File: src/hw/core_pkg.sv
package core_pkg;

	localparam int data_w     = 32;
	localparam int reg_addr_w = 5;
	localparam int reg_count  = 32;
	localparam int opcode_w   = 6;
	localparam int funct_w    = 6;
	localparam int imm_w      = 16;
	localparam int apb_addr_w = 12;
	localparam int status_w   = 2;
	localparam int pipe_depth = 3;	// Decode, execute, result

	localparam logic [opcode_w-1:0] op_rtype = 6'h00;
	localparam logic [opcode_w-1:0] op_ldb   = 6'h20;
	localparam logic [opcode_w-1:0] op_ldw   = 6'h23;
	localparam logic [opcode_w-1:0] op_stb   = 6'h28;
	localparam logic [opcode_w-1:0] op_stw   = 6'h2b;
	localparam logic [opcode_w-1:0] op_beq   = 6'h04;
	localparam logic [opcode_w-1:0] op_bne   = 6'h05;
	localparam logic [opcode_w-1:0] op_jump  = 6'h02;
	localparam logic [opcode_w-1:0] op_li    = 6'h18;
	localparam logic [opcode_w-1:0] op_addi  = 6'h08;
	localparam logic [opcode_w-1:0] op_lui   = 6'h0f;
	localparam logic [opcode_w-1:0] op_ori   = 6'h0d;

	localparam logic [funct_w-1:0] fn_add = 6'h20;
	localparam logic [funct_w-1:0] fn_sub = 6'h22;
	localparam logic [funct_w-1:0] fn_and = 6'h24;
	localparam logic [funct_w-1:0] fn_or  = 6'h25;
	localparam logic [funct_w-1:0] fn_slt = 6'h2a;

	// Instruction field bit positions
	localparam int op_msb  = 31, op_lsb  = 26;
	localparam int rs_msb  = 25, rs_lsb  = 21;
	localparam int rt_msb  = 20, rt_lsb  = 16;
	localparam int rd_msb  = 15, rd_lsb  = 11;
	localparam int fn_msb  = 5,  fn_lsb  = 0;
	localparam int imm_msb = 15, imm_lsb = 0;

	localparam logic [1:0] imm_sext  = 2'd0;	// Sign-extend
	localparam logic [1:0] imm_zext  = 2'd1;	// Zero-extend
	localparam logic [1:0] imm_upper = 2'd2;	// Shift left by 16

	localparam int dmem_bytes  = 256;
	localparam int dmem_addr_w = 8;	// Byte addresses wrap modulo dmem_bytes

	localparam logic [apb_addr_w-1:0] addr_instr    = 12'h000;	// Write only
	localparam logic [apb_addr_w-1:0] addr_status   = 12'h004;	// Read only
	localparam logic [apb_addr_w-1:0] addr_reg_base = 12'h080;	// Register r at base + 4*r

	localparam int st_taken   = 0;
	localparam int st_illegal = 1;

endpackage

File: src/hw/execute_alu.sv
`timescale 1ns/1ps

module execute_alu import core_pkg::*; (
	input  logic                  clk,
	input  logic                  rst_n,
	input  logic                  valid,
	input  logic                  regwrite,
	input  logic                  memtoreg,
	input  logic                  branch,
	input  logic                  branch_ne,
	input  logic                  memwrite,
	input  logic                  memread,
	input  logic                  byteword,
	input  logic                  alusrc,
	input  logic                  illegal,
	input  logic [reg_addr_w-1:0] rs,
	input  logic [reg_addr_w-1:0] rt,
	input  logic [reg_addr_w-1:0] dest,
	input  logic [funct_w-1:0]    funct,
	input  logic [imm_w-1:0]      imm,
	input  logic [1:0]            imm_mode,
	input  logic [data_w-1:0]     rdata_a,
	input  logic [data_w-1:0]     rdata_b,
	output logic [reg_addr_w-1:0] raddr_a,
	output logic [reg_addr_w-1:0] raddr_b,
	output logic                  ex_valid,
	output logic                  ex_regwrite,
	output logic                  ex_memtoreg,
	output logic                  ex_memwrite,
	output logic                  ex_memread,
	output logic                  ex_byteword,
	output logic [reg_addr_w-1:0] ex_dest,
	output logic                  ex_illegal,
	output logic [data_w-1:0]     alu_result,
	output logic [data_w-1:0]     store_data,
	output logic                  taken
);
	logic [data_w-1:0] ext_imm;
	logic [data_w-1:0] op_b;
	logic [data_w-1:0] result;

	assign raddr_a = rs;
	assign raddr_b = rt;

	always_comb begin
		case (imm_mode)
			imm_zext:  ext_imm = {{(data_w-imm_w){1'b0}}, imm};
			imm_upper: ext_imm = {imm, {(data_w-imm_w){1'b0}}};
			default:   ext_imm = {{(data_w-imm_w){imm[imm_w-1]}}, imm};
		endcase
		op_b = alusrc ? rdata_b : ext_imm;
		if (alusrc) begin
			case (funct)
				fn_add:  result = rdata_a + op_b;
				fn_sub:  result = rdata_a - op_b;
				fn_and:  result = rdata_a & op_b;
				fn_or:   result = rdata_a | op_b;
				fn_slt:  result = {{(data_w-1){1'b0}}, $signed(rdata_a) < $signed(op_b)};
				default: result = '0;	// Unknown funct writes zero
			endcase
		end else begin
			case (imm_mode)
				imm_zext:  result = rdata_a | op_b;	// ORI
				imm_upper: result = op_b;	// LUI
				default:   result = rdata_a + op_b;	// Address, ADDI and LI
			endcase
		end
	end

	always_ff @(posedge clk or negedge rst_n) begin
		if (!rst_n) begin
			ex_valid    <= 1'b0;
			ex_regwrite <= 1'b0;
			ex_memwrite <= 1'b0;
			ex_memread  <= 1'b0;
			ex_illegal  <= 1'b0;
			taken       <= 1'b0;
		end else begin
			ex_valid    <= valid;
			ex_regwrite <= regwrite;
			ex_memwrite <= memwrite;
			ex_memread  <= memread;
			ex_illegal  <= illegal;
			taken       <= valid & branch & ((rdata_a == rdata_b) ^ branch_ne);	// Low off branches
		end
	end

	always_ff @(posedge clk) begin
		ex_memtoreg <= memtoreg;
		ex_byteword <= byteword;
		ex_dest     <= dest;
		alu_result  <= result;
		store_data  <= rdata_b;
	end

	assert property (@(posedge clk) disable iff (!rst_n) !(illegal && regwrite));

endmodule

File: config.mk
export PLATFORM = sky130hd
export DESIGN_NAME = execute_alu
export DESIGN_NICKNAME = d
export VERILOG_FILES = /design/src/hw/core_pkg.sv /design/src/hw/execute_alu.sv
export SDC_FILE = /design/constraint.sdc
export NUM_CORES = 1
export LEC_CHECK = 0
export BUFFER_PORTS_ARGS = -buffer_cell sky130_fd_sc_hd__buf_2
export CAP_MARGIN = 0
export CELL_PAD_IN_SITES_DETAIL_PLACEMENT = 1
export CELL_PAD_IN_SITES_GLOBAL_PLACEMENT = 2
export CORE_MARGIN = 5
export CORE_UTILIZATION = 33
export CTS_CLUSTER_SIZE = 20
export DETAILED_ROUTE_END_ITERATION = 16
export PLACE_DENSITY = 0.95
export SLEW_MARGIN = 20
export SYNTH_ARGS = -nofsm -noshare
export SYNTH_HDL_FRONTEND = slang
export SYNTH_SLANG_ARGS = --single-unit
File: constraint.sdc
create_clock -name clk -period 1.3 [get_ports clk]
set_clock_uncertainty 0.1 [all_clocks]
set_input_delay 0.325 -clock clk [delete_from_list [all_inputs] [get_ports clk]]
set_output_delay 0.325 -clock clk [all_outputs]
set_load 0.005 [all_outputs]
==> flow_summary.html, run 1 <==
<table>
<tr><th>Metric</th><th>Value</th></tr>
<tr><th colspan="2">Placement</th></tr>
<tr><td>Instance count after placement with tap cells included</td><td>roughly 2000</td></tr>
<tr><td>Port Buffer Count</td><td>roughly 180</td></tr>
<tr><td>Global placer's final weighted congestion</td><td>1.02</td></tr>
<tr><td>Total half-perimeter wirelength after legalization and detailed placement</td><td>40.9 mm</td></tr>
<tr><th colspan="2">Logic synthesis</th></tr>
<tr><td>Share of async-settable or async-resettable flops after synthesis</td><td>about 8%</td></tr>
<tr><td>Area share of the largest cell type after synthesis</td><td>16.7%</td></tr>
<tr><td>Flip-flop and latch count after synthesis</td><td>77</td></tr>
<tr><td>Post-synthesis net count</td><td>1352</td></tr>
<tr><td>Post-Syn Area</td><td>about 8500 um^2</td></tr>
<tr><td>Post-synthesis cell count</td><td>1136</td></tr>
<tr><td>Seq/Total Area, Yosys</td><td>18.5%</td></tr>
<tr><td>Top area cells in the synthesized netlist</td><td>sky130_fd_sc_hd__dfxtp_1 (17%), sky130_fd_sc_hd__ha_1 (15%), sky130_fd_sc_hd__xnor2_1 (7.0%), sky130_fd_sc_hd__a21oi_1 (6.1%), sky130_fd_sc_hd__inv_1 (5.3%)</td></tr>
<tr><td>Count of different cell masters after synthesis</td><td>90</td></tr>
<tr><td>Warnings, synthesis</td><td>0</td></tr>
<tr><td>Count of flip-flops with a built-in enable after synthesis</td><td>0</td></tr>
<tr><td>Mean area per synthesized cell</td><td>between 7 and 8 um^2</td></tr>
<tr><td>Most instantiated flip-flop cell in the synthesis netlist</td><td>sky130_fd_sc_hd__dfxtp_1</td></tr>
<tr><td>Cell type with the highest aggregate area in the netlist</td><td>sky130_fd_sc_hd__dfxtp_1</td></tr>
<tr><th colspan="2">Floorplanning</th></tr>
<tr><td>Die X-Extent</td><td>170 um</td></tr>
<tr><td>Die Ht</td><td>between 150 and 200 um</td></tr>
<tr><td>Num ports</td><td>about 200</td></tr>
<tr><td>Initial cell density of the core</td><td>33.6%</td></tr>
<tr><td>Cell row count</td><td>58</td></tr>
<tr><th colspan="2">GRT</th></tr>
<tr><td>Maximum number of pins on one net before global-route repair</td><td>35</td></tr>
<tr><td>Global-route usage over all layers</td><td>between 60 and 70%</td></tr>
<tr><td>Total congestion overflow after global routing</td><td>7</td></tr>
<tr><td>Number of antenna violations at the first check in global routing</td><td>11</td></tr>
<tr><th colspan="2">Clocking</th></tr>
<tr><td>Clock tree root driver cell</td><td>sky130_fd_sc_hd__clkbuf_16</td></tr>
<tr><td>Inserted Clock Buffers</td><td>9</td></tr>
<tr><td>Clock tree buffer depth</td><td>2</td></tr>
<tr><td>Clock sink total</td><td>77</td></tr>
<tr><td>H-Tree Depth</td><td>3</td></tr>
<tr><th colspan="2">Status</th></tr>
<tr><td>Tool error message</td><td>[ERROR GRT-0232] Routing congestion too high. Check the congestion heatmap in the GUI.</td></tr>
<tr><td>Run status</td><td>aborted with a tool error</td></tr>
<tr><td>Stage at which the flow ended</td><td>global routing (5_1_grt)</td></tr>
<tr><th colspan="2">Timing</th></tr>
<tr><td>Worst endpoint after global-route timing repair</td><td>alu_result[30]$_DFF_P_/D</td></tr>
<tr><td>Kind of the worst endpoint</td><td>sequential cell input</td></tr>
</table>
[stage by stage]
| step | cell area (um^2) | setup TNS [ns] | setup slack, ns |
|---|---|---|---|
| after floorplan | 8780 | -60.42 | -2.28 |
| after global placement | 12800 | -79.91 | -2.91 |
| after detailed placement | 12800 | -85.35 | -3.15 |
| after CTS | 14500 | -63.56 | -2.31 |
[logic make-up after synthesis]
kind of cell    Yosys count  synth area share, %
flops                    77                 18.5
xor+xnor                 81                 8.36
compound gates          368                 29.4
buf+inv                 195                 10.0
fa+ha+maj               101                 15.1
mux                      18                 2.21
simple gates            296                 16.5
[synthesized netlist by cell type (3+ instances only)]
cell,instances
sky130_fd_sc_hd__a211oi_1,13
sky130_fd_sc_hd__and3_1,7
sky130_fd_sc_hd__o31ai_1,8
sky130_fd_sc_hd__clkbuf_1,37
sky130_fd_sc_hd__buf_1,8
sky130_fd_sc_hd__and2_1,3
sky130_fd_sc_hd__dfxtp_1,71
sky130_fd_sc_hd__nand4_1,20
sky130_fd_sc_hd__o21ai_1,7
sky130_fd_sc_hd__nor3_1,18
sky130_fd_sc_hd__o21bai_1,10
sky130_fd_sc_hd__a31oi_1,11
sky130_fd_sc_hd__inv_1,119
sky130_fd_sc_hd__a221oi_1,28
sky130_fd_sc_hd__xor2_1,13
sky130_fd_sc_hd__buf_4,15
sky130_fd_sc_hd__or4_1,3
sky130_fd_sc_hd__buf_2,4
sky130_fd_sc_hd__o21a_1,6
sky130_fd_sc_hd__o21ai_0,77
sky130_fd_sc_hd__nor2b_1,23
sky130_fd_sc_hd__nand2_1,72
sky130_fd_sc_hd__a221o_1,3
sky130_fd_sc_hd__a21oi_1,103
sky130_fd_sc_hd__a21o_1,17
sky130_fd_sc_hd__o22ai_1,9
sky130_fd_sc_hd__mux2i_1,15
sky130_fd_sc_hd__nand2b_1,12
sky130_fd_sc_hd__nor4_1,4
sky130_fd_sc_hd__buf_6,6
sky130_fd_sc_hd__o221ai_1,7
sky130_fd_sc_hd__o31a_1,3
sky130_fd_sc_hd__dfrtp_1,6
sky130_fd_sc_hd__ha_1,99
sky130_fd_sc_hd__nor2_1,110
sky130_fd_sc_hd__nand3_1,9
sky130_fd_sc_hd__a311oi_1,3
sky130_fd_sc_hd__a22o_1,16
sky130_fd_sc_hd__xnor2_1,68
sky130_fd_sc_hd__nor3b_1,3
sky130_fd_sc_hd__o211ai_1,7
sky130_fd_sc_hd__a22oi_1,3
[per-layer routing]
layer,track usage (%),overflow
met4,63.8,4
met1,64.7,0
met5,13.4,0
met3,49.7,0
met2,85.3,3
[timing repair]
item,in CTS
endpoints found under the setup margin,40
buffers inserted,39
gates resized for setup,188
hold endpoints to repair,19
pin swaps,77
hold buffers,14
==> run 2: changes to the inputs <==
--- a/config.mk
+++ b/config.mk
@@ -7,13 +7,10 @@
 export LEC_CHECK = 0
 export BUFFER_PORTS_ARGS = -buffer_cell sky130_fd_sc_hd__buf_2
 export CAP_MARGIN = 0
-export CELL_PAD_IN_SITES_DETAIL_PLACEMENT = 1
-export CELL_PAD_IN_SITES_GLOBAL_PLACEMENT = 2
 export CORE_MARGIN = 5
-export CORE_UTILIZATION = 33
-export CTS_CLUSTER_SIZE = 20
+export CORE_UTILIZATION = 35
 export DETAILED_ROUTE_END_ITERATION = 16
-export PLACE_DENSITY = 0.95
+export PLACE_DENSITY_LB_ADDON = 0.15
 export SLEW_MARGIN = 20
 export SYNTH_ARGS = -nofsm -noshare
 export SYNTH_HDL_FRONTEND = slang
==> run 2 against run 1 <==
  * Synthesized area stayed put
  * The flow now finishes, with violations (setup timing)
  * Synthesized cell count stayed put
==> flow_summary.html, run 2 <==
<table>
<tr><th>Metric</th><th>Value</th></tr>
<tr><th colspan="2">Status</th></tr>
<tr><td>Run status</td><td>complete, but fails checks</td></tr>
<tr><td>Failing checks</td><td>setup timing</td></tr>
<tr><th colspan="2">Clocking</th></tr>
<tr><td>Clock sink total</td><td>77 (unchanged)</td></tr>
<tr><td>Clock tree from TritonCTS</td><td>yes</td></tr>
<tr><td>H-Tree Depth</td><td>3 (unchanged)</td></tr>
<tr><td>Clock tree root driver cell</td><td>sky130_fd_sc_hd__clkbuf_16</td></tr>
<tr><td>Inserted Clock Buffers</td><td>9 (unchanged)</td></tr>
<tr><td>Clock tree buffer depth</td><td>2 (unchanged)</td></tr>
<tr><td>Clock transition at the register clock pins on the worst setup and hold paths after CTS</td><td>roughly 0.080 ns</td></tr>
<tr><th colspan="2">Timing</th></tr>
<tr><td>Transition at the pin with the smallest max-transition slack</td><td>0.583 ns</td></tr>
<tr><td>RSZ-0062 raised after global routing</td><td>yes</td></tr>
<tr><td>Final Max Tran Viols</td><td>0</td></tr>
<tr><td>Min setup slack post-route</td><td>-2.27 ns</td></tr>
<tr><td>Final worst-path cycle share</td><td>275%</td></tr>
<tr><td>Final min period</td><td>roughly 3.6 ns</td></tr>
<tr><td>Normalized max-slew margin</td><td>61.1%</td></tr>
<tr><td>Setup Viol. Count Final</td><td>33</td></tr>
<tr><td>Setup Total Neg Slack</td><td>-61.92 ns</td></tr>
<tr><td>Hold violation total from the final report</td><td>0</td></tr>
<tr><td>Achievable clock frequency</td><td>about 0.28 GHz</td></tr>
<tr><th colspan="2">Logic synthesis</th></tr>
<tr><td>Mean area per synthesized cell</td><td>7.47 um^2 (unchanged)</td></tr>
<tr><td>Post-Syn Area</td><td>8490 um^2 (unchanged)</td></tr>
<tr><td>Warnings, synthesis</td><td>0 (unchanged)</td></tr>
<tr><td>Seq/Total Area, Yosys</td><td>18.5% (unchanged)</td></tr>
<tr><td>Post-synthesis net count</td><td>1352 (unchanged)</td></tr>
<tr><td>Flip-flop and latch count after synthesis</td><td>77 (unchanged)</td></tr>
<tr><td>Post-synthesis cell count</td><td>1136 (unchanged)</td></tr>
<tr><td>Area share of the largest cell type after synthesis</td><td>16.7% (unchanged)</td></tr>
<tr><td>Most instantiated flip-flop cell in the synthesis netlist</td><td>sky130_fd_sc_hd__dfxtp_1</td></tr>
<tr><td>Count of flip-flops with a built-in enable after synthesis</td><td>0 (unchanged)</td></tr>
<tr><td>Share of async-settable or async-resettable flops after synthesis</td><td>7.79% (unchanged)</td></tr>
<tr><td>Count of different cell masters after synthesis</td><td>90 (unchanged)</td></tr>
<tr><td>Top area cells in the synthesized netlist</td><td>sky130_fd_sc_hd__dfxtp_1 (17%), sky130_fd_sc_hd__ha_1 (15%), sky130_fd_sc_hd__xnor2_1 (7.0%), sky130_fd_sc_hd__a21oi_1 (6.1%), sky130_fd_sc_hd__inv_1 (5.3%)</td></tr>
<tr><td>Cell type with the highest aggregate area in the netlist</td><td>sky130_fd_sc_hd__dfxtp_1</td></tr>
<tr><td>Cell with the most instances after synthesis</td><td>sky130_fd_sc_hd__inv_1</td></tr>
<tr><td>Most used standard cells in the synthesized netlist</td><td>sky130_fd_sc_hd__inv_1 (119), sky130_fd_sc_hd__nor2_1 (110), sky130_fd_sc_hd__a21oi_1 (103), sky130_fd_sc_hd__ha_1 (99), sky130_fd_sc_hd__o21ai_0 (77)</td></tr>
<tr><th colspan="2">Setup path</th></tr>
<tr><td>Cell at the slowest stage of the critical path</td><td>sky130_fd_sc_hd__a32oi_4</td></tr>
<tr><td>Startpoint type of the worst setup path</td><td>primary input</td></tr>
<tr><td>Buf+Inv Stages, Crit Path</td><td>9</td></tr>
<tr><td>Most frequent cell on the critical path</td><td>sky130_fd_sc_hd__buf_6</td></tr>
<tr><td>Critical Path End Type</td><td>register</td></tr>
<tr><td>Critical Path Fanout Max</td><td>5</td></tr>
<tr><td>Dominant delay contributor by cell family on the critical path</td><td>compound AO/OA/AOI/OAI gates</td></tr>
<tr><td>Maximum cell stage delay along the critical path</td><td>approximately 0.33 ns</td></tr>
<tr><td>Worst path cell trace</td><td>buf_8 &gt; inv_8 &gt; ha_4 &gt; nor2_4 &gt; nor2_4 &gt; buf_12 &gt; a22o_1 &gt; inv_2 &gt; buf_6 &gt; ha_4 &gt; buf_6 &gt; o21bai_4 &gt; o211ai_1 &gt; buf_4 &gt; a31oi_4 &gt; a21oi_2 &gt; buf_6 &gt; a32oi_4 &gt; buf_6 &gt; a2111oi_4 &gt; a211o_1 &gt; mux2i_1 &gt; o311ai_2</td></tr>
<tr><td>Required time of the critical path</td><td>1.44 ns</td></tr>
<tr><td>Data arrival time of the worst path</td><td>3.71 ns</td></tr>
<tr><td>Critical path class</td><td>in2reg</td></tr>
<tr><td>Total number of cells along the worst setup path</td><td>23</td></tr>
<tr><th colspan="2">Floorplanning</th></tr>
<tr><td>Placeable Area</td><td>24100 um^2</td></tr>
<tr><td>Die Ht</td><td>166 um (-2.7%)</td></tr>
<tr><td>Die Outline Area</td><td>27500 um^2</td></tr>
<tr><td>Cell row count</td><td>57 (-1.7%)</td></tr>
<tr><td>Die X-Extent</td><td>166 um (-2.7%)</td></tr>
<tr><td>Initial cell density of the core</td><td>35.2% (+1.6 points)</td></tr>
<tr><td>Num ports</td><td>202 (unchanged)</td></tr>
<tr><th colspan="2">GRT</th></tr>
<tr><td>Global-route usage over all layers</td><td>31.4%</td></tr>
<tr><td>Number of global-route vias before repair</td><td>11437</td></tr>
<tr><td>Number of antenna violations at the first check in global routing</td><td>0</td></tr>
<tr><td>First-pass GRT wire length</td><td>67.8 mm</td></tr>
<tr><td>Maximum number of pins on one net before global-route repair</td><td>44</td></tr>
<tr><td>Total congestion overflow after global routing</td><td>0</td></tr>
<tr><th colspan="2">Placement</th></tr>
<tr><td>Total half-perimeter wirelength after legalization and detailed placement</td><td>34.6 mm (-15%)</td></tr>
<tr><td>Port Buffer Count</td><td>181 (unchanged)</td></tr>
<tr><td>Placement-stage cell area</td><td>13100 um^2 (+1.9%)</td></tr>
<tr><td>Global placer's final weighted congestion</td><td>0.985 (-3.4%)</td></tr>
<tr><th colspan="2">Detailed routing</th></tr>
<tr><td>Initial drt markers</td><td>913</td></tr>
<tr><td>Number of routed nets with antenna violations</td><td>0</td></tr>
<tr><td>Total detailed-routing wirelength</td><td>45.1 mm</td></tr>
<tr><td>Initial DRT Pass Iterations</td><td>5</td></tr>
<tr><td>Drc violations</td><td>0</td></tr>
<tr><td>Wire per inst</td><td>roughly 21 um</td></tr>
<tr><td>Via count of the routed design</td><td>11220</td></tr>
<tr><td>Detail-routed via count per cell</td><td>5.33</td></tr>
<tr><th colspan="2">Pwr</th></tr>
<tr><td>Largest voltage drop on the vdd net</td><td>slightly above 0.7 mV</td></tr>
<tr><td>Power Density</td><td>883 nW/um^2</td></tr>
<tr><td>Total power of the final layout</td><td>~0.014 W</td></tr>
<tr><td>Leakage dissipation</td><td>7.47 nW</td></tr>
<tr><th colspan="2">Finish</th></tr>
<tr><td>Commonest non-fill, non-tap cells in the layout</td><td>sky130_fd_sc_hd__buf_4 (448), sky130_fd_sc_hd__buf_2 (177), sky130_fd_sc_hd__inv_1 (102), sky130_fd_sc_hd__nor2_1 (98)</td></tr>
<tr><td>Nets</td><td>1994</td></tr>
<tr><td>Layout cells sized above 1</td><td>52.7%</td></tr>
<tr><td>Area added between synthesis and finish</td><td>83.4%</td></tr>
<tr><td>Final design utilization</td><td>64.6%</td></tr>
<tr><td>Count of antenna diodes in the layout</td><td>0</td></tr>
<tr><td>Post-route cell area</td><td>15600 um^2</td></tr>
<tr><td>Registers with the most flip-flops</td><td>alu_result x32, store_data x32, ex_dest x5</td></tr>
<tr><td>FILL cells</td><td>2155</td></tr>
<tr><td>Leading cell type in the layout, fill and taps excluded</td><td>sky130_fd_sc_hd__buf_4</td></tr>
<tr><th colspan="2">Flow run</th></tr>
<tr><td>Max-cap violations</td><td>0</td></tr>
<tr><th colspan="2">Min path</th></tr>
<tr><td>Worst hold path type</td><td>in2reg</td></tr>
<tr><td>Instance count along the most critical hold path</td><td>1</td></tr>
</table>
## run 2: cell counts after synthesis
Identical to the previous run, type by type.
## run 2: power by group
part / internal, W / switching, W / leakage (nW) / total, W
Combinational: 0.00423 / 0.00412 / 6.65 / 0.00834
Clock: 0.00137 / 0.00139 / 0.145 / 0.00277
Sequential: 0.00258 / 0.0000635 / 0.668 / 0.00264
## run 2: cell type report
type                       instances  area (um^2)  share of cell area (%)
multi-input combinational        864         7560                    48.6
timing repair buffer             704         5270                    33.8
sequential                        77         1570                    10.1
inverter                         122          470                    3.02
tap                              324          405                    2.60
clock buffer                       9          225                    1.45
clock inverter                     7         75.1                   0.482
## run 2: kinds of logic (layout without fill, tap and decap cells)
family,count (synthesis),after routing,share of synthesized area [%]
AO/OA/AOI/OAI,368,368,29.4
AND/OR/NAND/NOR,296,296,16.5
buffers and inverters,195,842,10.0
adder cells (fa/ha/maj),101,101,15.1
XOR/XNOR,81,81,8.36
flip-flops,77,77,18.5
multiplexers,18,18,2.21
## run 2: final timing paths
| kind | startpoint | to | slack [ns] |
|---|---|---|---|
| max | imm_mode[0] | alu_result[27] | -2.27 |
| min | rdata_b[25] | store_data[25] | 0.005 |
| max in group asynchronous | rst_n | ex_memread | 0.75 |
| min in group asynchronous | rst_n | ex_memwrite | 0.21 |
## run 2: routing by layer
layer  GRT usage [%]  share of wire [%]  vias up
met2            53.4                 48      472
met4            12.2                4.5        0
met1            39.4                 41     5344
met5               0                  0        -
met3            5.83                6.7      115
li1                -                  -     5289
## run 2: through the flow
stage | hold slack, ns | instances | worst slack, ns
final | 0.00529 | 2107 | -2.27
after global routing | 0.00412 | 2107 | -2.37
after CTS | 0.000152 | 2093 | -2.26
after detailed placement | 0.0528 | 2005 | -2.99
after global placement | 0.0493 | 2005 | -2.95
after floorplan | -0.0706 | 1136 | -2.28
## run 2: timing repair
action,in CTS,in global routing
setup buffers,59,20
endpoints found under the setup margin,33,36
resized for setup,241,75
hold endpoints to repair,18,0
pin swaps,127,100
hold buffers,13,0
gates cloned,2,0
(Power assumes the default switching activity.)
==> run 3: changes to the inputs <==
--- a/config.mk
+++ b/config.mk
@@ -7,9 +7,11 @@
 export LEC_CHECK = 0
 export BUFFER_PORTS_ARGS = -buffer_cell sky130_fd_sc_hd__buf_2
 export CAP_MARGIN = 0
-export CORE_MARGIN = 5
+export CORE_MARGIN = 4
 export CORE_UTILIZATION = 35
 export DETAILED_ROUTE_END_ITERATION = 16
+export GPL_TIMING_DRIVEN = 0
+export HOLD_SLACK_MARGIN = 0.12
 export PLACE_DENSITY_LB_ADDON = 0.15
 export SLEW_MARGIN = 20
 export SYNTH_ARGS = -nofsm -noshare
==> run 3 against run 2 <==
  * The run still ends with setup timing left
  * Setup slack got worse by 0.18 ns
  * First-iteration DRC count grew 3.2%
  * Worst hold slack better by 0.18 ns
  * Global-route usage decreased by 2.2 points
  * Sequential power hardly changed
  * Via count is 7.5% lower
  * Cell count is 15% lower
==> flow_summary.html, run 3 (synthesized netlist as in run 2, its figures left out) <==
<table>
<tr><th>Metric</th><th>Value</th></tr>
<tr><th colspan="2">Setup path</th></tr>
<tr><td>Cell at the slowest stage of the critical path</td><td>sky130_fd_sc_hd__a211oi_4</td></tr>
<tr><td>Buf+Inv Stages, Crit Path</td><td>6 (-3)</td></tr>
<tr><td>Maximum cell stage delay along the critical path</td><td>0.38 ns (+0.05 ns)</td></tr>
<tr><td>Startpoint type of the worst setup path</td><td>primary input</td></tr>
<tr><td>Worst path cell trace</td><td>buf_8 &gt; inv_8 &gt; ha_4 &gt; nor2_4 &gt; nor2_4 &gt; buf_12 &gt; clkbuf_16 &gt; a22o_1 &gt; inv_2 &gt; ha_4 &gt; buf_6 &gt; nand4_1 &gt; a211oi_4 &gt; nor3_4 &gt; o31a_2 &gt; o21ai_4 &gt; mux2_4 &gt; a221oi_4 &gt; a311oi_2</td></tr>
<tr><td>Dominant delay contributor by cell family on the critical path</td><td>compound AO/OA/AOI/OAI gates</td></tr>
<tr><td>Required time of the critical path</td><td>1.39 ns (-0.05 ns)</td></tr>
<tr><td>Data arrival time of the worst path</td><td>3.84 ns (+0.13 ns)</td></tr>
<tr><td>Critical Path Fanout Max</td><td>7 (+2)</td></tr>
<tr><td>Critical path class</td><td>in2reg</td></tr>
<tr><td>Critical Path End Type</td><td>register</td></tr>
<tr><th colspan="2">Timing</th></tr>
<tr><td>Final min period</td><td>3.75 ns (+0.179 ns)</td></tr>
<tr><td>Hold violation total from the final report</td><td>0 (unchanged)</td></tr>
<tr><td>Min setup slack post-route</td><td>-2.45 ns (-0.179 ns)</td></tr>
<tr><td>Normalized max-slew margin</td><td>24.6% (-37 points)</td></tr>
<tr><td>Setup Viol. Count Final</td><td>33 (unchanged)</td></tr>
<tr><td>RSZ-0062 raised after global routing</td><td>yes</td></tr>
<tr><td>Final Max Tran Viols</td><td>0 (unchanged)</td></tr>
<tr><td>Transition at the pin with the smallest max-transition slack</td><td>1.13 ns (+0.548 ns)</td></tr>
<tr><td>Achievable clock frequency</td><td>0.267 GHz (-4.8%)</td></tr>
<tr><td>Final worst-path cycle share</td><td>289% (+14 points)</td></tr>
<tr><th colspan="2">Floorplanning</th></tr>
<tr><td>Num ports</td><td>202 (unchanged)</td></tr>
<tr><td>Initial cell density of the core</td><td>35.9% (+0.63 points)</td></tr>
<tr><td>Placeable Area</td><td>23700 um^2 (-1.8%)</td></tr>
<tr><td>Cell row count</td><td>56 (-1.8%)</td></tr>
<tr><td>Die Ht</td><td>164 um (-1.2%)</td></tr>
<tr><td>Die X-Extent</td><td>164 um (-1.2%)</td></tr>
<tr><td>Die Outline Area</td><td>26800 um^2 (-2.4%)</td></tr>
<tr><th colspan="2">Detailed routing</th></tr>
<tr><td>Initial DRT Pass Iterations</td><td>8 (+3)</td></tr>
<tr><td>Wire per inst</td><td>22.8 um (+6.8%)</td></tr>
<tr><td>Via count of the routed design</td><td>10379 (-7.5%)</td></tr>
<tr><td>Number of routed nets with antenna violations</td><td>0 (unchanged)</td></tr>
<tr><td>Detail-routed via count per cell</td><td>5.77 (+8.3%)</td></tr>
<tr><td>Total detailed-routing wirelength</td><td>41.1 mm (-8.8%)</td></tr>
<tr><td>Drc violations</td><td>0 (unchanged)</td></tr>
<tr><td>Initial drt markers</td><td>942 (+3.2%)</td></tr>
<tr><th colspan="2">Placement</th></tr>
<tr><td>Global placer's final weighted congestion</td><td>0.961 (-2.4%)</td></tr>
<tr><td>Total half-perimeter wirelength after legalization and detailed placement</td><td>30.0 mm (-13%)</td></tr>
<tr><td>Instance count after placement with tap cells included</td><td>1644 (-18%)</td></tr>
<tr><td>Port Buffer Count</td><td>189 (+4.4%)</td></tr>
<tr><td>Worst-case setup slack after placement</td><td>-3.47 ns (-0.486 ns)</td></tr>
<tr><th colspan="2">Finish</th></tr>
<tr><td>Area added between synthesis and finish</td><td>53.9%</td></tr>
<tr><td>Count of antenna diodes in the layout</td><td>0 (unchanged)</td></tr>
<tr><td>Layout cells sized above 1</td><td>37.4% (-15 points)</td></tr>
<tr><td>Registers with the most flip-flops</td><td>alu_result x32, store_data x32, ex_dest x5</td></tr>
<tr><td>Filler-free cell count of the finished design</td><td>1799 (-15%)</td></tr>
<tr><td>Commonest non-fill, non-tap cells in the layout</td><td>sky130_fd_sc_hd__buf_2 (176), sky130_fd_sc_hd__inv_1 (106), sky130_fd_sc_hd__nor2_1 (104), sky130_fd_sc_hd__buf_4 (95), sky130_fd_sc_hd__ha_1 (79)</td></tr>
<tr><td>Leading cell type in the layout, fill and taps excluded</td><td>sky130_fd_sc_hd__buf_2</td></tr>
<tr><td>Nets</td><td>1691 (-15%)</td></tr>
<tr><th colspan="2">Clocking</th></tr>
<tr><td>Clock tree from TritonCTS</td><td>yes</td></tr>
<tr><td>Clock sink total</td><td>77 (unchanged)</td></tr>
<tr><td>Clock tree root driver cell</td><td>sky130_fd_sc_hd__clkbuf_16</td></tr>
<tr><td>H-Tree Depth</td><td>3 (unchanged)</td></tr>
<tr><td>Clock transition at the register clock pins on the worst setup and hold paths after CTS</td><td>0.08 ns (about the same)</td></tr>
<tr><td>Inserted Clock Buffers</td><td>9 (unchanged)</td></tr>
<tr><td>Clock tree buffer depth</td><td>2 (unchanged)</td></tr>
<tr><th colspan="2">Status</th></tr>
<tr><td>Run status</td><td>complete, but fails checks</td></tr>
<tr><td>Failing checks</td><td>setup timing</td></tr>
<tr><th colspan="2">GRT</th></tr>
<tr><td>Global-route usage over all layers</td><td>29.2% (-2.2 points)</td></tr>
<tr><td>Number of global-route vias before repair</td><td>9792 (-14%)</td></tr>
<tr><td>Number of antenna violations at the first check in global routing</td><td>0 (unchanged)</td></tr>
<tr><td>Maximum number of pins on one net before global-route repair</td><td>18 (-59%)</td></tr>
<tr><td>First-pass GRT wire length</td><td>58.8 mm (-13%)</td></tr>
<tr><td>Total congestion overflow after global routing</td><td>0 (unchanged)</td></tr>
<tr><th colspan="2">Min path</th></tr>
<tr><td>Worst hold path type</td><td>in2reg</td></tr>
<tr><th colspan="2">Pwr</th></tr>
<tr><td>Largest voltage drop on the vdd net</td><td>0.564 mV (-21%)</td></tr>
<tr><td>Power Density</td><td>934 nW/um^2 (+5.7%)</td></tr>
<tr><td>Leakage dissipation</td><td>5.85 nW (-22%)</td></tr>
<tr><th colspan="2">Flow run</th></tr>
<tr><td>Max-cap violations</td><td>0 (unchanged)</td></tr>
</table>
[run 3: changes by cell type in the layout (fill, tap and decap cells not counted), moves of 9 or more]
cell and delta:
sky130_fd_sc_hd__xnor2_1 -9, sky130_fd_sc_hd__buf_4 -353, sky130_fd_sc_hd__clkbuf_1 +24, sky130_fd_sc_hd__buf_6 -16, sky130_fd_sc_hd__dlygate4sd3_1 +33, sky130_fd_sc_hd__ha_1 +12, sky130_fd_sc_hd__buf_12 -12, sky130_fd_sc_hd__ha_4 -11
[run 3: final timing paths]
| path | endpoint | slack, ns | depth (start not counted) | from |
|---|---|---|---|---|
| max in group asynchronous | ex_valid | 0.75 | 2 | rst_n |
| min in group asynchronous | ex_illegal | 0.21 | 2 | rst_n |
| min | taken | 0.19 | 3 | branch_ne |
| max | alu_result[25] | -2.45 | 19 | imm_mode[0] |
[run 3: metrics by stage]
stage | total power, W | util [%] | hold slack [ns] | instance area, um^2 | TNS, ns
3_3_place_gp | 0.00761 | 42.8 | 0.0525 | 10100 | -89.43
6_report | 0.0122 | 55.2 | 0.187 | 13100 | -66.17
5_1_grt | 0.0128 | 55.2 | 0.205 | 13100 | -68.67
4_1_cts | 0.0114 | 51.5 | 0.185 | 12200 | -63.73
3_5_place_dp | 0.00761 | 42.8 | 0.0571 | 10100 | -88.86
2_1_floorplan | 0.00601 | - | -0.0706 | 8780 | -60.42
[run 3: layout make-up]
| type | count | area (um^2) |
|---|---|---|
| fill | 2260 | 10600 |
| multi-input combinational | 864 | 7490 |
| timing repair buffer | 330 | 2330 |
| sequential | 77 | 1570 |
| buffer | 71 | 503 |
| inverter | 122 | 470 |
| tap | 319 | 399 |
| clock buffer | 9 | 225 |
| clock inverter | 7 | 70.1 |
[run 3: report_power, final]
part | total (W) | switching (W) | internal, W
registers | 0.00262 | 0.0000443 | 0.00258
clock network | 0.00272 | 0.00136 | 0.00137
logic | 0.00685 | 0.00380 | 0.00305
total | 0.0122 | 0.00520 | 0.00700
[run 3: what timing repair did]
action | 4_1_cts | 5_1_grt
gates resized for setup | 201 | 114
hold endpoints to repair | 51 | 0
gates cloned | 1 | 0
pin swaps | 100 | 77
setup buffers | 49 | 51
setup endpoints to repair | 34 | 39
hold buffers | 46 | 0
[run 3: routing by layer]
layer  up-vias  global-route usage [%]  part of all wire [%]
met1      4926                    37.5                    40
met3       138                    6.62                   9.7
met2       640                    48.1                    46
met5         -                       0                     0
li1       4675                       -                     -
met4         0                    10.3                   4.2
==> run 4: changes to the inputs <==
==> constraint.sdc (replaced) <==
create_clock -name clk -period 1.3 [get_ports clk]
set_clock_uncertainty 0.1 [all_clocks]
set_input_delay 0.325 -clock clk [delete_from_list [all_inputs] [get_ports clk]]
set_output_delay 0.325 -clock clk [all_outputs]
set_load 0.05 [all_outputs]
==> run 4 against run 3 <==
  * The flow still finishes with violations (setup timing)
  * Cell count decreased by 0.17%
  * Largest cell class unchanged
  * Combinational power increased by 18%
  * Die area did not move
  * Global-route usage rose by 0.23 points
  * Non-clock buffer count down 4
  * Routed wire length increased by 2.2%
  * Core utilization is 3.2 points higher
  * First-iteration DRC count increased by 4.9%
  * Highest routed layer unchanged
==> flow_summary.html, run 4 (synthesized netlist as in run 2, its figures left out) <==
<table>
<tr><th>Metric</th><th>Value</th></tr>
<tr><th colspan="2">Floorplanning</th></tr>
<tr><td>Placeable Area</td><td>23700 um^2 (unchanged)</td></tr>
<tr><td>Initial cell density of the core</td><td>35.9% (unchanged)</td></tr>
<tr><td>Cell row count</td><td>56 (unchanged)</td></tr>
<tr><td>Die Ht</td><td>164 um (unchanged)</td></tr>
<tr><td>Die Outline Area</td><td>26800 um^2 (unchanged)</td></tr>
<tr><td>Num ports</td><td>202 (unchanged)</td></tr>
<tr><td>Die X-Extent</td><td>164 um (unchanged)</td></tr>
<tr><th colspan="2">Flow run</th></tr>
<tr><td>Max-cap violations</td><td>0 (unchanged)</td></tr>
<tr><th colspan="2">Clocking</th></tr>
<tr><td>Inserted Clock Buffers</td><td>9 (unchanged)</td></tr>
<tr><td>H-Tree Depth</td><td>3 (unchanged)</td></tr>
<tr><td>Clock tree buffer depth</td><td>2 (unchanged)</td></tr>
<tr><td>Clock tree root driver cell</td><td>sky130_fd_sc_hd__clkbuf_16</td></tr>
<tr><td>Clock tree from TritonCTS</td><td>yes</td></tr>
<tr><td>Clock sink total</td><td>77 (unchanged)</td></tr>
<tr><td>Clock transition at the register clock pins on the worst setup and hold paths after CTS</td><td>0.08 ns (about the same)</td></tr>
<tr><th colspan="2">Timing</th></tr>
<tr><td>Min setup slack post-route</td><td>-2.46 ns (-0.00524 ns)</td></tr>
<tr><td>Setup Total Neg Slack</td><td>-67.08 ns (-0.911 ns)</td></tr>
<tr><td>Hold violation total from the final report</td><td>0 (unchanged)</td></tr>
<tr><td>RSZ-0062 raised after global routing</td><td>yes</td></tr>
<tr><td>Final worst-path cycle share</td><td>289% (+0.40 points)</td></tr>
<tr><td>Final Max Tran Viols</td><td>0 (unchanged)</td></tr>
<tr><td>Final min period</td><td>3.76 ns (+0.00524 ns)</td></tr>
<tr><td>Achievable clock frequency</td><td>0.266 GHz (-0.14%)</td></tr>
<tr><td>Setup Viol. Count Final</td><td>40 (+21%)</td></tr>
<tr><td>Transition at the pin with the smallest max-transition slack</td><td>1.13 ns (+0.00265 ns)</td></tr>
<tr><td>Normalized max-slew margin</td><td>24.4% (-0.18 points)</td></tr>
<tr><th colspan="2">Status</th></tr>
<tr><td>Run status</td><td>complete, but fails checks</td></tr>
<tr><td>Failing checks</td><td>setup timing</td></tr>
<tr><th colspan="2">Pwr</th></tr>
<tr><td>Largest voltage drop on the vdd net</td><td>0.598 mV (+6.0%)</td></tr>
<tr><td>Power Density</td><td>977 nW/um^2 (+4.6%)</td></tr>
<tr><td>Leakage dissipation</td><td>6.07 nW (+3.8%)</td></tr>
<tr><th colspan="2">Finish</th></tr>
<tr><td>Nets</td><td>1687 (-0.24%)</td></tr>
<tr><td>Area added between synthesis and finish</td><td>62.9%</td></tr>
<tr><td>Final design utilization</td><td>58.4% (+3.2 points)</td></tr>
<tr><td>Commonest non-fill, non-tap cells in the layout</td><td>sky130_fd_sc_hd__inv_1 (104), sky130_fd_sc_hd__nor2_1 (104), sky130_fd_sc_hd__buf_6 (96), sky130_fd_sc_hd__buf_2 (95), sky130_fd_sc_hd__buf_4 (92)</td></tr>
<tr><td>Layout cells sized above 1</td><td>41.5% (+4.1 points)</td></tr>
<tr><td>Registers with the most flip-flops</td><td>alu_result x32, store_data x32, ex_dest x5</td></tr>
<tr><th colspan="2">Detailed routing</th></tr>
<tr><td>Number of routed nets with antenna violations</td><td>0 (unchanged)</td></tr>
<tr><td>Wire per inst</td><td>23.4 um (+2.4%)</td></tr>
<tr><td>Total detailed-routing wirelength</td><td>42.0 mm (+2.2%)</td></tr>
<tr><td>Drc violations</td><td>0 (unchanged)</td></tr>
<tr><td>Via count of the routed design</td><td>10411 (+0.31%)</td></tr>
<tr><td>Initial DRT Pass Iterations</td><td>7 (-1)</td></tr>
<tr><td>Detail-routed via count per cell</td><td>5.80 (+0.48%)</td></tr>
<tr><td>Initial drt markers</td><td>988 (+4.9%)</td></tr>
<tr><th colspan="2">Placement</th></tr>
<tr><td>Port Buffer Count</td><td>189 (unchanged)</td></tr>
<tr><td>Global placer's final weighted congestion</td><td>0.961 (unchanged)</td></tr>
<tr><td>Total half-perimeter wirelength after legalization and detailed placement</td><td>30.0 mm (unchanged)</td></tr>
<tr><td>Worst-case setup slack after placement</td><td>-3.47 ns (unchanged)</td></tr>
<tr><th colspan="2">GRT</th></tr>
<tr><td>First-pass GRT wire length</td><td>59.3 mm (+0.83%)</td></tr>
<tr><td>Number of antenna violations at the first check in global routing</td><td>1 (+1)</td></tr>
<tr><td>Maximum number of pins on one net before global-route repair</td><td>18 (unchanged)</td></tr>
<tr><td>Total congestion overflow after global routing</td><td>0 (unchanged)</td></tr>
<tr><td>Number of global-route vias before repair</td><td>9831 (+0.40%)</td></tr>
<tr><td>Global-route usage over all layers</td><td>29.4% (+0.23 points)</td></tr>
<tr><th colspan="2">Setup path</th></tr>
<tr><td>Data arrival time of the worst path</td><td>3.85 ns (about the same)</td></tr>
<tr><td>Critical Path End Type</td><td>register</td></tr>
<tr><td>Critical Path Fanout Max</td><td>5 (-2)</td></tr>
<tr><td>Required time of the critical path</td><td>1.39 ns (about the same)</td></tr>
<tr><td>Startpoint type of the worst setup path</td><td>primary input</td></tr>
<tr><td>Startpoint of the most critical setup path</td><td>imm_mode[0]</td></tr>
<tr><td>Critical path class</td><td>in2reg</td></tr>
<tr><th colspan="2">Min path</th></tr>
<tr><td>Worst min-delay path startpoint</td><td>branch_ne</td></tr>
<tr><td>Worst hold path type</td><td>in2reg</td></tr>
</table>
## run 4: final cells by class
type | count | area (um^2)
buffer | 71 | 500
fill | 2112 | 9850
clock buffer | 9 | 225
tap | 319 | 399
timing repair buffer | 326 | 2880
antenna | 1 | 2.50
sequential | 77 | 1630
clock inverter | 7 | 70.1
inverter | 122 | 473
multi-input combinational | 864 | 7650
## run 4: critical path, cell delays in order
cell	delay, ns
sky130_fd_sc_hd__buf_8	0.09
sky130_fd_sc_hd__inv_8	0.03
sky130_fd_sc_hd__ha_4	0.30
sky130_fd_sc_hd__nor2_4	0.05
sky130_fd_sc_hd__nor2_4	0.15
sky130_fd_sc_hd__buf_12	0.14
sky130_fd_sc_hd__clkbuf_16	0.15
sky130_fd_sc_hd__a22o_4	0.14
sky130_fd_sc_hd__inv_6	0.05
sky130_fd_sc_hd__ha_4	0.26
sky130_fd_sc_hd__a21o_1	0.13
sky130_fd_sc_hd__nand4_1	0.26
sky130_fd_sc_hd__a211oi_4	0.38
sky130_fd_sc_hd__nor3_4	0.10
sky130_fd_sc_hd__o31a_2	0.35
sky130_fd_sc_hd__o21ai_4	0.20
sky130_fd_sc_hd__mux2_4	0.33
sky130_fd_sc_hd__a221oi_4	0.29
sky130_fd_sc_hd__a311oi_2	0.10
## run 4: repair_timing
| action | in CTS | in global routing |
|---|---|---|
| gates resized for setup | 348 | 230 |
| endpoints found under the hold margin | 51 | 0 |
| buffers inserted | 49 | 46 |
| gates cloned | 1 | 1 |
| pin swaps | 99 | 112 |
| hold buffers | 46 | 0 |
| setup endpoints to repair | 110 | 98 |
## run 4: routing by layer
metal / track usage [%] / up-vias / wire, um
met5: 0 / - / 0
met4: 10.2 / 0 / 1890
met3: 6.55 / 135 / 4440
met2: 48.8 / 659 / 19400
met1: 37.7 / 4943 / 16200
li1: - / 4674 / -
## run 4: where the power goes
group | total (W) | internal [W] | leakage (nW) | switching, W
sequential | 0.00272 | 0.00261 | 0.672 | 0.000108
combinational | 0.00806 | 0.00340 | 5.26 | 0.00465
clock | 0.00274 | 0.00137 | 0.144 | 0.00137
## run 4: worst paths after layout
kind	cells after the start	slack, ns	to
max	19	-2.46	alu_result[25]
min	3	0.18	taken
max in group asynchronous	2	0.75	ex_valid
min in group asynchronous	2	0.20	ex_illegal
## run 4: per-stage QoR
| step | power, W | cells | cell area [um^2] | hold slack [ns] |
|---|---|---|---|---|
| floorplan | 0.00681 | 1136 | 8780 | -0.0706 |
| global placement | 0.00842 | 1644 | 10100 | 0.0525 |
| detailed placement | 0.00841 | 1644 | 10100 | 0.0571 |
| CTS | 0.0125 | 1753 | 12600 | 0.185 |
| global route | 0.0141 | 1796 | 13800 | 0.198 |
| finish | 0.0135 | 1796 | 13800 | 0.178 |
